[src/lcd_pkg.sv]
// shared constants and types of the 4x20 character lcd controller
// imported by the rtl blocks and by the testbench display model
// delays are given in units of 100 us and scaled by the timer prescaler

`default_nettype none

package lcd_pkg;

	// display geometry
	localparam int lcd_size      = 80;
	localparam int lcd_addr_bits = 7;

	// control codes, upper nibble of a control byte
	localparam logic [3:0] ctrl_command = 4'b0001;
	localparam logic [3:0] ctrl_data    = 4'b0101;
	localparam logic [3:0] ctrl_read    = 4'b0011;

	// delays in 100 us units
	localparam int delay_prereset = 500;
	localparam int delay_reset    = 5;
	localparam int delay_settle   = 10;
	localparam int delay_cmd      = 1;
	localparam int delay_update   = 1000;

	localparam int init_num_commands = 22;

	// busy flag position in a status byte
	localparam int busy_bit = 7;

	// one init table entry
	typedef struct packed {
		logic [3:0] ctrl;
		logic [7:0] cmd;
	} init_cmd_t;

	// a bus byte is either a control byte or a nibble carrier
	typedef union packed {
		struct packed {
			logic [3:0] code;
			logic [3:0] ones;
		} ctrl_view;
		struct packed {
			logic [3:0] zero;
			logic [3:0] nibble;
		} data_view;
	} lcd_serial_byte_u;

endpackage

`default_nettype wire
[src/txtlcd_top.sv]
// top level of the 4x20 character lcd controller
// sets the clock scaling, the serial clock divider and the wait mode,
// and wires the sequencer to the timer, rom, serial master and buffer

`timescale 1ns/1ns
`default_nettype none

module txtlcd_top import lcd_pkg::*; #(
	parameter int ticks_per_100us = 5000,
	parameter int sclk_div        = 25,
	parameter int use_busy_flag   = 1
) (
	input  logic                     in_clk,
	input  logic                     in_rst,
	input  logic                     update,
	output logic                     update_ready,
	input  logic                     buf_wr_en,
	input  logic [lcd_addr_bits-1:0] buf_wr_addr,
	input  logic [7:0]               buf_wr_char,
	output logic                     lcd_rst_n,
	output logic                     lcd_cs_n,
	output logic                     lcd_sclk,
	output logic                     lcd_sdi,
	input  logic                     lcd_sdo,
	output logic [7:0]               busy_status
);

	// timer
	logic        timer_load, timer_done;
	logic [10:0] timer_units;
	// rom and buffer
	logic [4:0]               rom_index;
	init_cmd_t                rom_entry;
	logic [lcd_addr_bits-1:0] rd_addr;
	logic [7:0]               rd_char;
	// serial master
	logic       tx_valid, tx_read_back, tx_taken, rx_valid, idle;
	logic [7:0] tx_byte, rx_byte;

	lcd_sequencer #(.use_busy_flag(use_busy_flag)) i_lcd_sequencer (
		.in_clk, .in_rst, .update, .update_ready, .busy_status, .lcd_rst_n,
		.timer_load, .timer_units, .timer_done, .rom_index, .rom_entry,
		.rd_addr, .rd_char, .tx_valid, .tx_byte, .tx_read_back, .tx_taken,
		.rx_valid, .rx_byte, .idle
	);

	lcd_wait_timer #(.ticks_per_100us(ticks_per_100us)) i_lcd_wait_timer (
		.in_clk, .in_rst, .timer_load, .timer_units, .timer_done
	);

	lcd_init_rom i_lcd_init_rom (.rom_index, .rom_entry);

	serial_byte_master #(.sclk_div(sclk_div)) i_serial_byte_master (
		.in_clk, .in_rst, .tx_valid, .tx_byte, .tx_read_back, .tx_taken,
		.rx_valid, .rx_byte, .idle, .lcd_cs_n, .lcd_sclk, .lcd_sdi, .lcd_sdo
	);

	text_buffer i_text_buffer (
		.in_clk, .buf_wr_en, .buf_wr_addr, .buf_wr_char, .rd_addr, .rd_char
	);

endmodule

`default_nettype wire

[src/text_buffer.sv]
// character memory of the display, one byte per position
// host writes on one port, the sequencer reads on the other
// with one cycle of read latency

`timescale 1ns/1ns
`default_nettype none

module text_buffer import lcd_pkg::*; (
	input  logic                     in_clk,
	input  logic                     buf_wr_en,
	input  logic [lcd_addr_bits-1:0] buf_wr_addr,
	input  logic [7:0]               buf_wr_char,
	input  logic [lcd_addr_bits-1:0] rd_addr,
	output logic [7:0]               rd_char
);

	logic [7:0] mem [lcd_size];

	// host write port
	always_ff @(posedge in_clk) begin
		if (buf_wr_en)
			mem[buf_wr_addr] <= buf_wr_char;
	end

	// registered read port
	always_ff @(posedge in_clk) begin
		rd_char <= mem[rd_addr];
	end

endmodule

`default_nettype wire

[src/serial_byte_master.sv]
// serial bus master, one byte per transfer
// msb first, data changes on falling sclk, lcd_sdo is sampled on rising
// sclk; a holding register takes the next byte while the current one
// shifts, and it moves into the shifter at the last falling edge

`timescale 1ns/1ns
`default_nettype none

module serial_byte_master #(
	parameter int sclk_div = 25
) (
	input  logic       in_clk,
	input  logic       in_rst,
	input  logic       tx_valid,
	input  logic [7:0] tx_byte,
	input  logic       tx_read_back,
	output logic       tx_taken,
	output logic       rx_valid,
	output logic [7:0] rx_byte,
	output logic       idle,
	output logic       lcd_cs_n,
	output logic       lcd_sclk,
	output logic       lcd_sdi,
	input  logic       lcd_sdo
);

	localparam int div_w = (sclk_div > 1) ? $clog2(sclk_div) : 1;

	logic             busy, held, chain, sclk_r, cs_n_r;
	logic [div_w-1:0] div_cnt;
	logic [3:0]       bit_cnt;
	logic [7:0]       hold_byte, sh_out, sh_in;
	logic             hold_rd, sh_rd;
	logic             div_end, start, rise, fall, last_fall, finish;

	// half-period strobes
	assign div_end   = busy && (div_cnt == div_w'(sclk_div - 1));
	assign start     = !busy && held;
	assign rise      = div_end && !sclk_r && (bit_cnt != 4'd8 || chain);
	assign fall      = div_end && sclk_r;
	assign last_fall = fall && (bit_cnt == 4'd7);
	assign finish    = div_end && !sclk_r && (bit_cnt == 4'd8) && !chain;

	assign tx_taken = tx_valid && !held;
	assign idle     = !busy && !held;
	assign lcd_cs_n = cs_n_r;
	assign lcd_sclk = sclk_r;
	assign lcd_sdi  = sh_out[7];

	always_ff @(posedge in_clk) begin
		if (in_rst) begin
			busy     <= 1'b0;
			held     <= 1'b0;
			chain    <= 1'b0;
			cs_n_r   <= 1'b1;
			sclk_r   <= 1'b0;
			div_cnt  <= '0;
			bit_cnt  <= '0;
			rx_valid <= 1'b0;
		end else begin
			// all 8 samples are in by the last falling edge
			rx_valid <= last_fall && sh_rd;
			if (tx_taken)
				held <= 1'b1;
			else if (start || (last_fall && held))
				held <= 1'b0;
			if (busy)
				div_cnt <= div_end ? '0 : div_cnt + 1'b1;
			// setup cycle with cs low before the first rising edge
			if (start) begin
				busy    <= 1'b1;
				cs_n_r  <= 1'b0;
				div_cnt <= div_w'(sclk_div - 1);
				bit_cnt <= '0;
			end else if (finish) begin
				busy   <= 1'b0;
				cs_n_r <= 1'b1;
			end
			if (rise) begin
				sclk_r <= 1'b1;
				// first edge of a chained byte
				if (bit_cnt == 4'd8) begin
					bit_cnt <= '0;
					chain   <= 1'b0;
				end
			end
			if (fall) begin
				sclk_r  <= 1'b0;
				bit_cnt <= bit_cnt + 4'd1;
			end
			if (last_fall)
				chain <= held;
		end
	end

	// shift registers and the holding register
	always_ff @(posedge in_clk) begin
		if (tx_taken) begin
			hold_byte <= tx_byte;
			hold_rd   <= tx_read_back;
		end
		if (start || (last_fall && held)) begin
			sh_out <= hold_byte;
			sh_rd  <= hold_rd;
		end else if (fall) begin
			sh_out <= {sh_out[6:0], 1'b0};
		end
		if (rise)
			sh_in <= {sh_in[6:0], lcd_sdo};
		if (last_fall)
			rx_byte <= sh_in;
	end

endmodule

`default_nettype wire

[src/lcd_sequencer.sv]
// main controller FSM of the lcd
// reset phases, init table, wait after each command (busy polling or
// fixed delay), then ready; an update sends return home, the data
// control byte and two nibble bytes per buffer character

`timescale 1ns/1ns
`default_nettype none

module lcd_sequencer import lcd_pkg::*; #(
	parameter int use_busy_flag = 1
) (
	input  logic                     in_clk,
	input  logic                     in_rst,
	input  logic                     update,
	output logic                     update_ready,
	output logic [7:0]               busy_status,
	output logic                     lcd_rst_n,
	output logic                     timer_load,
	output logic [10:0]              timer_units,
	input  logic                     timer_done,
	output logic [4:0]               rom_index,
	input  init_cmd_t                rom_entry,
	output logic [lcd_addr_bits-1:0] rd_addr,
	input  logic [7:0]               rd_char,
	output logic                     tx_valid,
	output logic [7:0]               tx_byte,
	output logic                     tx_read_back,
	input  logic                     tx_taken,
	input  logic                     rx_valid,
	input  logic [7:0]               rx_byte,
	input  logic                     idle
);

	// state codes
	localparam logic [3:0] s_start = 4'd0, s_prereset = 4'd1, s_rst_pulse = 4'd2;
	localparam logic [3:0] s_settle = 4'd3, s_cmd = 4'd4, s_poll_cmd = 4'd5;
	localparam logic [3:0] s_poll_rd = 4'd6, s_poll_chk = 4'd7, s_drain = 4'd8;
	localparam logic [3:0] s_timer = 4'd9, s_upd_wait = 4'd10, s_ready = 4'd11;
	localparam logic [3:0] s_home = 4'd12, s_data_ctrl = 4'd13, s_data = 4'd14;
	localparam logic [3:0] s_fetch = 4'd15;

	localparam init_cmd_t home_cmd = '{ctrl_command, 8'h02};

	logic [3:0]               state, nstate;
	logic [4:0]               cmd_idx, n_cmd_idx;
	logic [1:0]               byte_idx, n_byte_idx;
	logic [lcd_addr_bits-1:0] char_idx, n_char_idx;
	logic                     ret_upd, n_ret_upd;
	logic [7:0]               n_busy_status;
	init_cmd_t                cur_cmd;
	lcd_serial_byte_u         tx_word;

	assign lcd_rst_n    = (state != s_rst_pulse);
	assign update_ready = (state == s_ready);
	assign rom_index    = cmd_idx;
	assign rd_addr      = char_idx;
	assign tx_byte      = tx_word;
	assign cur_cmd      = (state == s_home) ? home_cmd : rom_entry;

	always_ff @(posedge in_clk) begin
		if (in_rst) begin
			state       <= s_start;
			cmd_idx     <= '0;
			byte_idx    <= '0;
			char_idx    <= '0;
			ret_upd     <= 1'b0;
			busy_status <= 8'hFF;
		end else begin
			state       <= nstate;
			cmd_idx     <= n_cmd_idx;
			byte_idx    <= n_byte_idx;
			char_idx    <= n_char_idx;
			ret_upd     <= n_ret_upd;
			busy_status <= n_busy_status;
		end
	end

	always_comb begin
		nstate        = state;
		n_cmd_idx     = cmd_idx;
		n_byte_idx    = byte_idx;
		n_char_idx    = char_idx;
		n_ret_upd     = ret_upd;
		n_busy_status = busy_status;
		timer_load    = 1'b0;
		timer_units   = '0;
		tx_valid      = 1'b0;
		tx_read_back  = 1'b0;
		tx_word       = '0;

		case (state)
			// ----------------------------------------------------------------
			// reset phases, each next delay loads on the done cycle
			// ----------------------------------------------------------------
			s_start: begin
				timer_load  = 1'b1;
				timer_units = 11'(delay_prereset);
				nstate      = s_prereset;
			end
			s_prereset: if (timer_done) begin
				timer_load    = 1'b1;
				timer_units   = 11'(delay_reset);
				n_busy_status = 8'hFF;
				nstate        = s_rst_pulse;
			end
			s_rst_pulse: if (timer_done) begin
				timer_load  = 1'b1;
				timer_units = 11'(delay_settle);
				nstate      = s_settle;
			end
			s_settle: if (timer_done)
				nstate = s_cmd;

			// ----------------------------------------------------------------
			// three-byte commands, init table or return home
			// ----------------------------------------------------------------
			s_cmd, s_home: begin
				if (state == s_cmd && cmd_idx == 5'(init_num_commands)) begin
					timer_load  = 1'b1;
					timer_units = 11'(delay_update);
					nstate      = s_upd_wait;
				end else begin
					tx_valid = 1'b1;
					if (byte_idx == 2'd0) begin
						tx_word.ctrl_view.code = cur_cmd.ctrl;
						tx_word.ctrl_view.ones = 4'hF;
					end else if (byte_idx == 2'd1) begin
						tx_word.data_view.nibble = cur_cmd.cmd[3:0];
					end else begin
						tx_word.data_view.nibble = cur_cmd.cmd[7:4];
					end
					if (tx_taken) begin
						n_byte_idx = byte_idx + 2'd1;
						if (byte_idx == 2'd2) begin
							n_byte_idx = '0;
							n_ret_upd  = (state == s_home);
							if (state == s_cmd)
								n_cmd_idx = cmd_idx + 5'd1;
							// polling only applies to init commands
							if (state == s_cmd && use_busy_flag != 0)
								nstate = s_poll_cmd;
							else
								nstate = s_drain;
						end
					end
				end
			end

			// busy poll: read request, then dummy byte clocking the status in
			s_poll_cmd: begin
				tx_valid               = 1'b1;
				tx_word.ctrl_view.code = ctrl_read;
				tx_word.ctrl_view.ones = 4'hF;
				if (tx_taken)
					nstate = s_poll_rd;
			end
			s_poll_rd: begin
				tx_valid     = 1'b1;
				tx_read_back = 1'b1;
				if (tx_taken)
					nstate = s_poll_chk;
			end
			s_poll_chk: if (rx_valid) begin
				n_busy_status = rx_byte;
				nstate        = rx_byte[busy_bit] ? s_poll_cmd : s_cmd;
			end

			// fixed wait starts once the last byte has left the bus
			s_drain: if (idle) begin
				timer_load  = 1'b1;
				timer_units = 11'(delay_cmd);
				nstate      = s_timer;
			end
			s_timer: if (timer_done)
				nstate = ret_upd ? s_data_ctrl : s_cmd;

			// ----------------------------------------------------------------
			// ready and display update
			// ----------------------------------------------------------------
			s_upd_wait: if (timer_done)
				nstate = s_ready;
			s_ready: if (update) begin
				n_char_idx = '0;
				n_byte_idx = '0;
				nstate     = s_home;
			end
			s_data_ctrl: begin
				// rd_addr sits at 0 here, so rd_char is valid in s_data
				tx_valid               = 1'b1;
				tx_word.ctrl_view.code = ctrl_data;
				tx_word.ctrl_view.ones = 4'hF;
				if (tx_taken)
					nstate = s_data;
			end
			s_data: begin
				tx_valid = 1'b1;
				tx_word.data_view.nibble = byte_idx[0] ? rd_char[7:4] : rd_char[3:0];
				if (tx_taken) begin
					n_byte_idx = {1'b0, ~byte_idx[0]};
					if (byte_idx[0]) begin
						if (char_idx == lcd_addr_bits'(lcd_size - 1)) begin
							timer_load  = 1'b1;
							timer_units = 11'(delay_update);
							nstate      = s_upd_wait;
						end else begin
							n_char_idx = char_idx + 1'b1;
							nstate     = s_fetch;
						end
					end
				end
			end
			// one cycle for the registered buffer read
			s_fetch: nstate = s_data;
			default: nstate = s_start;
		endcase
	end

endmodule

`default_nettype wire

[src/lcd_wait_timer.sv]
// delay timer in 100 us units
// a load arms it, a prescaler makes the 100 us ticks and the unit count
// runs down; timer_done is high in the last counted cycle only

`timescale 1ns/1ns
`default_nettype none

module lcd_wait_timer #(
	parameter int ticks_per_100us = 5000
) (
	input  logic        in_clk,
	input  logic        in_rst,
	input  logic        timer_load,
	input  logic [10:0] timer_units,
	output logic        timer_done
);

	localparam int presc_w = (ticks_per_100us > 1) ? $clog2(ticks_per_100us) : 1;

	logic               running;
	logic [presc_w-1:0] presc;
	logic [10:0]        units;
	logic               tick;

	// end of one 100 us unit
	assign tick       = (presc == presc_w'(ticks_per_100us - 1));
	assign timer_done = running && tick && (units == 11'd1);

	always_ff @(posedge in_clk) begin
		if (in_rst) begin
			running <= 1'b0;
			presc   <= '0;
			units   <= '0;
		end else if (timer_load) begin
			// a zero load leaves the timer idle
			running <= (timer_units != 11'd0);
			presc   <= '0;
			units   <= timer_units;
		end else if (running) begin
			if (tick) begin
				presc <= '0;
				units <= units - 11'd1;
				if (units == 11'd1)
					running <= 1'b0;
			end else begin
				presc <= presc + 1'b1;
			end
		end
	end

endmodule

`default_nettype wire

[src/lcd_init_rom.sv]
// initialisation table of the display controller
// combinational lookup, the sequencer walks rom_index from 0 to 21
// and sends each entry as control byte, low nibble, high nibble

`timescale 1ns/1ns
`default_nettype none

module lcd_init_rom import lcd_pkg::*; (
	input  logic [4:0] rom_index,
	output init_cmd_t  rom_entry
);

	always_comb begin
		case (rom_index)
			// extended set, re=1 is=1
			5'd0:  rom_entry = '{ctrl_command, 8'h3B};
			// no sleep
			5'd1:  rom_entry = '{ctrl_command, 8'h02};
			// mirrored shift direction
			5'd2:  rom_entry = '{ctrl_command, 8'h06};
			// short font, 4 lines
			5'd3:  rom_entry = '{ctrl_command, 8'h09};
			// scroll off for all lines
			5'd4:  rom_entry = '{ctrl_command, 8'h10};
			5'd5:  rom_entry = '{ctrl_command, 8'hC0};
			// rom select, then rom a as data
			5'd6:  rom_entry = '{ctrl_command, 8'h72};
			5'd7:  rom_entry = '{ctrl_data,    8'h00};
			// temperature control, then its value
			5'd8:  rom_entry = '{ctrl_command, 8'h76};
			5'd9:  rom_entry = '{ctrl_data,    8'h02};
			// re=1 is=0
			5'd10: rom_entry = '{ctrl_command, 8'h3A};
			// double height off, bias bit 1
			5'd11: rom_entry = '{ctrl_command, 8'h12};
			// re=0 is=1
			5'd12: rom_entry = '{ctrl_command, 8'h39};
			// bias bit 0 and oscillator
			5'd13: rom_entry = '{ctrl_command, 8'h1B};
			// regulator on, contrast high bits
			5'd14: rom_entry = '{ctrl_command, 8'h57};
			// contrast low bits
			5'd15: rom_entry = '{ctrl_command, 8'h70};
			// follower and amplifier ratio
			5'd16: rom_entry = '{ctrl_command, 8'h6E};
			// back to re=0 is=0
			5'd17: rom_entry = '{ctrl_command, 8'h38};
			// cursor moves right
			5'd18: rom_entry = '{ctrl_command, 8'h06};
			// display on, no cursor
			5'd19: rom_entry = '{ctrl_command, 8'h0C};
			// clear, then home
			5'd20: rom_entry = '{ctrl_command, 8'h01};
			5'd21: rom_entry = '{ctrl_command, 8'h02};
			// past the table, harmless home command
			default: rom_entry = '{ctrl_command, 8'h02};
		endcase
	end

endmodule

`default_nettype wire

[config.mk]
export PLATFORM = sky130hd
export DESIGN_NAME = txtlcd_top
export DESIGN_NICKNAME = d
export VERILOG_FILES = /design/src/lcd_pkg.sv /design/src/txtlcd_top.sv /design/src/text_buffer.sv /design/src/serial_byte_master.sv /design/src/lcd_sequencer.sv /design/src/lcd_wait_timer.sv /design/src/lcd_init_rom.sv
export SDC_FILE = /design/constraint.sdc
export NUM_CORES = 1
export LEC_CHECK = 0
export ABC_AREA = 1
export BUFFER_PORTS_ARGS = -buffer_cell sky130_fd_sc_hd__buf_2
export CORE_UTILIZATION = 63
export DETAILED_ROUTE_END_ITERATION = 6
export PLACE_DENSITY = 0.79
export SETUP_SLACK_MARGIN = 0.4
export SLEW_MARGIN = 10
export SYNTH_ARGS = -nofsm -noshare
export SYNTH_HDL_FRONTEND = slang
export SYNTH_SLANG_ARGS = --single-unit
[constraint.sdc]
create_clock -name in_clk -period 2.5 [get_ports in_clk]
set_input_delay 0.375 -clock in_clk [delete_from_list [all_inputs] [get_ports in_clk]]
set_output_delay 0.375 -clock in_clk [all_outputs]
set_load 0.05 [all_outputs]
==> results of run 1 <==
## area by class of cell
class	instances	area [um2]	share of cell area [%]
Tap cell	664	831	2.26
Sequential cell	757	21900	59.7
Inverter	129	520	1.42
Clock inverter	28	244	0.665
Timing Repair inverter	1	16.3	0.0443
Multi-Input combinational cell	1821	8870	24.2
Antenna cell	2	5.00	0.0136
Timing Repair Buffer	236	2160	5.89
Clock buffer	101	2150	5.86
## worst max path at each step
stage,end,slack [ns],depth (start not counted)
CTS,i_text_buffer.rd_char[4],0.39,11
detailed placement,i_lcd_init_rom.rom_entry[5],0.19,16
finish,i_text_buffer.rd_char[4],0.33,12
global route,i_text_buffer.rd_char[4],0.26,12
floorplan,i_serial_byte_master.sh_out[1],0.41,11
global placement,i_lcd_init_rom.rom_entry[6],0.20,16
## layer usage
metal  GRT usage (%)  part of all wire, %  up-vias
met3            5.28                  9.7      283
met2            51.1                   48     1397
met5               0                0.016        -
li1                -                    -    10400
met4            17.3                  5.2        2
met1            40.4                   37    11000
## through the flow
stage               utilization [%]  total power [W]  hold slack [ns]
floorplan                         -           0.0166            0.400
global placement               67.9           0.0174            0.409
detailed placement             67.9           0.0175            0.416
CTS                            73.3           0.0285            0.211
global route                   74.7           0.0297            0.229
finish                         74.7           0.0289            0.214
## registers in the layout, summed over array words and instances, names as in the netlist, 2 cells and up
signal and count:
i_lcd_sequencer.busy_status 8, i_serial_byte_master.div_cnt 5, i_lcd_sequencer.rd_addr 7, i_serial_byte_master.bit_cnt 4, i_text_buffer.mem 640, i_serial_byte_master.rx_byte 8
i_serial_byte_master.hold_byte 7, i_serial_byte_master.sh_in 8, i_lcd_init_rom.rom_entry 9, i_lcd_wait_timer.units 11, i_lcd_sequencer.rom_index 5, i_lcd_wait_timer.presc 13
i_serial_byte_master.sh_out 8, i_lcd_sequencer.byte_idx 2, i_text_buffer.rd_char 8, i_lcd_sequencer.state 4
## synthesized netlist by cell type (2+ instances only)
library cell and instances:
nor3b_1 2, buf_1 10, clkinv_1 4, o311ai_0 3
clkbuf_1 81, edfxtp_1 673, nand3b_1 2, o21ai_1 2
buf_2 49, or2_2 3, nand2_2 9, o211ai_1 66
inv_2 7, xor2_1 20, nor3_1 20, o221ai_1 14
nand4_1 19, nand3_1 165, nor2_1 600, inv_1 116
ha_1 15, dfxtp_1 84, nor2_2 4, nand2_1 407
o21ai_0 341, a21oi_1 49, a31oi_1 7, a211oi_1 4
nor2_4 3, o22ai_1 49, nand3_2 4
## worst register-to-register path: stages, from the launching register on
cell	delay, ns
dfxtp_4	0.37
clkbuf_4	0.20
buf_12	0.18
nor2_1	0.17
nor2_1	0.06
o21ai_0	0.07
o21ai_0	0.15
a21oi_2	0.24
nand3_2	0.24
nand3_1	0.16
nand2_1	0.06
nand2_1	0.10
nand2_1	0.07
## logic make-up (layout without fill, tap and decap cells)
| group | count (synthesis) | after routing | synth area share (%) |
|---|---|---|---|
| buffers and inverters | 271 | 495 | 3.47 |
| XOR/XNOR | 21 | 21 | 0.584 |
| AND/OR/NAND/NOR | 1245 | 1246 | 16.2 |
| flip-flops | 757 | 757 | 69.5 |
| adder cells (fa/ha/maj) | 15 | 15 | 0.596 |
| AO/OA/AOI/OAI | 539 | 539 | 9.61 |
| other | 0 | 2 | 0 |
## timing repair
action / 4_1_cts / 5_1_grt
pin swaps: 6 / 24
setup buffers: 7 / 30
endpoints found under the hold margin: 1 / 0
hold buffers: 1 / 0
endpoints found under the setup margin: 43 / 56
cloned: 2 / 8
gates resized for setup: 36 / 83
## power breakdown
part           total [W]  switching [W]  internal (W)
registers         0.0142       0.000194        0.0140
logic            0.00359        0.00240       0.00120
clock network     0.0110        0.00468       0.00636
total             0.0289        0.00727        0.0216
==> metrics.txt, run 1 <==
Finished Cell Area 36700 um2; yosys warns 0; cell mode on critical path nand2_1; f_max 460 MHz; worst-margin pin slew 0.828 ns; routability cong. 0.960; Setup WS post-layout 0.326 ns; most frequent cells in the layout edfxtp_1, nor2_1, nand2_1; final slew viol count 0; violated checks DRC; Core ar. 49200 um2; Crit Path Class reg -> reg; largest net degree at the start of global routing 93; Worst Hold End i_text_buffer.mem[20][3]; crit end category register; slowest cell on the critical path dfxtp_4; fin crit share 86.9%; RR Endpoint i_text_buffer.rd_char[4]; Syn Inst Count 2848; Yosys reg bits 757; Cell Count, Final, Fillers Out 3739; Clock Latency Late Sink 0.64 ns; Placed Area 33400 um2; Data required, critical path 3.01 ns; worst-case clock buffer depth 3; CTS tree built; clk root buf clkbuf_16; DIE AREA 50900 um2; first-pass GRT wire length 120000 um; port buffer count 32; die height 226 um; RSZ-0062 raised after global routing true; Crit path max-delay family simple AND/OR/NAND/NOR gates; post-synthesis async set-or-reset flop share 0%; Initial Util 64.1%; fill count 3070; pre-CTS WS 0.189 ns; Row Count 81; most common cell after layout, fill and taps aside edfxtp_1; initial drt markers 2771; Critical R2R Launch i_lcd_sequencer.rd_addr[0]; worst path arrival time 2.68 ns; vias in the first global route 21.9k; via count 23.0k; minimum clock period 2.17 ns; worst hold path depth 1; Final Hold Fails 0; Die W 226 um; Register-to-Register Path Depth 12; share of layout cells above drive strength 1 15.0%; vias per cell 6.16; Max-slew headroom 44.6%; Boundary Pins 33; Synth cell types 47; Final ANT Viol Nets 0; P_leak 13.2 nW; CP Buf/Inv Count 2; DRC errors left 5; antenna violations before repair 3; count of final setup violators 0; top post-synthesis cells by area edfxtp_1, nor2_1, o21ai_0; Post-synth EDFFs 673; clock skew 0.0222 ns; DR WL/cell 21.9 um; final wirelength 81700 um; Net count, final 3057; CTS clk-pin slew, worst paths 0.06 ns; CP startpoint i_lcd_sequencer.rd_addr[0]; Hold Crit Start buf_wr_char[3]; TritonCTS Buffers 76; area of the mapped netlist 31500 um2; Placed Instances 3560; # H-tree levels 3; Worst setup SP type register; max cap viols 0; Post-Syn Nets 2883; P&R area growth vs syn 16.5%; Setup TNS 0 ns; drt pass-1 iters 7; register area share after synthesis 69.5%; total grt overflow 0; total global-route track usage 31.4%; HPWL Detailed 47500 um; Max stage delay on crit path 0.37 ns; CP Cell Sequence clkbuf_4 > buf_12 > nor2_1 > nor2_1 > o21ai_0 > o21ai_0 > a21oi_2 > nand3_2 > nand3_1 > nand2_1 > nand2_1 > nand2_1; syn_area_per_cell 11.1 um2; area share of the leading cell type in the synthesized netlist 64.2%; Hold Path Class in -> reg; ys flop type edfxtp_1; clk sinks 757; status complete, but fails checks; largest area contributor in the netlist edfxtp_1; Power per Cell Area 786 nW/um2; setup slack, reg-to-reg 0.33 ns; crit-path max FO 29; Worst VDD drop 694 uV
Power figures use the tool's default switching activity.
==> inputs of run 2 (changes only) <==
==> constraint.sdc (replaced) <==
create_clock -name in_clk -period 2.5 [get_ports in_clk]
set_input_delay 0.5 -clock in_clk [delete_from_list [all_inputs] [get_ports in_clk]]
set_output_delay 0.5 -clock in_clk [all_outputs]
set_load 0.05 [all_outputs]
==> metrics.txt, run 2 (synthesized netlist as in run 1, its figures left out) <==
status complete, but fails checks; violated checks DRC; port buffer count 32 (unchanged); total grt overflow 0 (unchanged); Final Hold Fails 0 (unchanged); Max-slew headroom 53.2% (+8.5 points); crit path to i_text_buffer.rd_char[6]; worst-margin pin slew 0.694 ns (-0.135 ns); largest registers i_text_buffer.mem x640, i_lcd_wait_timer.presc x13, i_lcd_wait_timer.units x11; fill count 2962 (-3.5%); die height 226 um (unchanged); Hold Buf Count CTS 0 (-1); share of layout cells above drive strength 1 16.1% (+1.1 points); Row Count 81 (unchanged); Critical R2R Launch i_lcd_sequencer.rd_addr[0]; Boundary Pins 33 (unchanged); Net Sw Frac 25.9% (+0.65 points); Hold Path Class in -> reg; CP Cell Sequence buf_4 > buf_4 > bufbuf_16 > nor2_1 > o22ai_1 > nand2_1 > nand3_1 > nor2_2 > nor2_1 > nor2_2 > nor2_1; Final ANT Viol Nets 0 (unchanged); Crit Path Class reg -> reg; CP startpoint i_lcd_sequencer.rd_addr[0]; largest net degree at the start of global routing 107 (+15%); Largest register FFs 640 (unchanged); P_leak 13.3 nW (+0.75%); cell mode on critical path nor2_1; RSZ-0062 raised after global routing true; via count 23.4k (+1.6%); total power 0.0291 W (+0.83%); HPWL Detailed 49500 um (+4.3%); Util after Layout 75.4% (+0.71 points); Internal Pwr Total 0.0216 W (about the same); Clock Latency Late Sink 0.64 ns (about the same); Worst setup SP type register; Die W 226 um (unchanged); final wirelength 85700 um (+4.8%); fin crit share 85.6% (-1.4 points); clk sinks 757 (unchanged); Psw 0.00752 W (+3.4%); Comb pwr share 13.1% (+0.6 points); drt pass-1 iters 7 (unchanged); setup slack, reg-to-reg 0.36 ns (+0.03 ns); P&R area growth vs syn 17.6%; vias per cell 6.23 (+1.2%); DR WL/cell 22.8 um (+4.4%); slowest cell on the critical path dfxtp_4; total global-route track usage 32.7% (+1.4 points); count of final setup violators 0 (unchanged); Data required, critical path 3.00 ns (about the same); worst-case clock buffer depth 3 (unchanged); CTS tree built; max cap viols 0 (unchanged); clk root buf clkbuf_16; first-pass GRT wire length 125000 um (+3.9%); Initial Util 64.1% (unchanged); crit-path max FO 12 (-59%); Net count, final 3062 (+0.16%); routability cong. 0.986 (+2.7%); Clk pwr share 37.9% (-0.4 points); Register-to-Register Path Depth 11 (-1); initial drt markers 3530 (+27%); DIE AREA 50900 um2 (unchanged); clock skew 0.0295 ns (+0.00736 ns); DRC errors left 1 (-4); CTS clk-pin slew, worst paths 0.06 ns (about the same); most common cell after layout, fill and taps aside edfxtp_1; worst path arrival time 2.64 ns (-0.04 ns); final slew viol count 0 (unchanged); most frequent cells in the layout edfxtp_1, nor2_1, nand2_1; vias in the first global route 22.2k (+1.6%); f_max 467 MHz (+1.6%); Setup TNS 0 ns (unchanged); TritonCTS Buffers 76 (unchanged); minimum clock period 2.14 ns (-0.0341 ns); Worst VDD drop 639 uV (-8.0%); crit end category register; Max stage delay on crit path 0.39 ns (+0.02 ns); Biggest register i_text_buffer.mem; Power per Cell Area 785 nW/um2 (-0.11%); sequential power share 49.0% (-0.3 points); antenna violations before repair 4 (+1); RR Endpoint i_text_buffer.rd_char[6]; # H-tree levels 3 (unchanged); Core ar. 49200 um2 (unchanged)
run 2: cell count changes in the layout (fill, tap and decap cells not counted), moves of 6 or more:
cell and delta:
o21ai_1 +24, nand3_1 -7, nor2_1 -7, buf_6 +8, buf_4 -6, o21ai_0 -26
nand2_1 -8, nand3_2 +7, clkinv_1 +11, nor2_4 +7
run 2: power by group through the flow:
stage / Sequential (W) / Combinational (W) / Clock (W)
2_1_floorplan: 0.0144 / 0.00213 / 0
3_3_place_gp: 0.0145 / 0.00298 / 0
3_5_place_dp: 0.0145 / 0.00308 / 0
4_1_cts: 0.0142 / 0.00320 / 0.0111
5_1_grt: 0.0143 / 0.00412 / 0.0115
6_report: 0.0143 / 0.00381 / 0.0110
run 2: critical path, delay by kind of cell (launching register included):
| family | cells | cell delay (ns) |
|---|---|---|
| DFF | 1 | 0.39 |
| buffers and inverters | 3 | 0.60 |
| and+or+nand+nor | 7 | 0.91 |
| AOI/OAI and AO/OA | 1 | 0.13 |
run 2: stage by stage:
stage | hold slack (ns) | cells | worst slack, ns | area (um2)
2_1_floorplan | 0.400 | 2848 | 0.414 | 31500
3_3_place_gp | 0.407 | 3559 | 0.230 | 33400
3_5_place_dp | 0.408 | 3559 | 0.182 | 33400
4_1_cts | 0.0370 | 3704 | 0.338 | 36000
5_1_grt | 0.0419 | 3755 | 0.254 | 37100
6_report | 0.0592 | 3755 | 0.360 | 37100
run 2: cell type report:
| cell class | instances | area [um2] | area share (%) |
|---|---|---|---|
| repair buffers | 239 | 2270 | 6.12 |
| repair inverters | 2 | 22.5 | 0.0608 |
| clock buffers | 97 | 2060 | 5.57 |
| diodes | 4 | 10.0 | 0.0270 |
| flip-flops and latches | 757 | 21900 | 59.2 |
| clock inverters | 41 | 329 | 0.888 |
| well taps | 664 | 831 | 2.24 |
| multi-input cells | 1822 | 9080 | 24.5 |
| inverters | 129 | 536 | 1.45 |
run 2: how the worst min path moves through the flow:
stage                                        from                         endpoint  slack, ns  cells after the start
floorplan           i_serial_byte_master.sh_in[7]  i_serial_byte_master.rx_byte[7]       0.40                      0
global placement    i_serial_byte_master.sh_in[7]  i_serial_byte_master.rx_byte[7]       0.41                      0
detailed placement   i_serial_byte_master.hold_rd       i_serial_byte_master.sh_rd       0.41                      0
CTS                                       lcd_sdo    i_serial_byte_master.sh_in[0]       0.04                      1
global route                              lcd_sdo    i_serial_byte_master.sh_in[0]       0.04                      1
finish                                    lcd_sdo    i_serial_byte_master.sh_in[0]       0.06                      1
run 2: layer usage:
metal  global-route usage, %  up-vias  routed length (um)
met3                    5.83      304                8860
met2                    53.3     1508               41600
met1                    42.6    11200               31000
met4                    16.6        2                4270
li1                        -    10400                   -
met5                       0        -                  13
run 2: timing repair:
item | 4_1_cts | 5_1_grt
gates resized for setup | 30 | 180
setup endpoints to repair | 19 | 67
buffers inserted | 5 | 34
gates cloned | 2 | 13
hold endpoints to repair | 0 | 0
pin swaps | 6 | 52
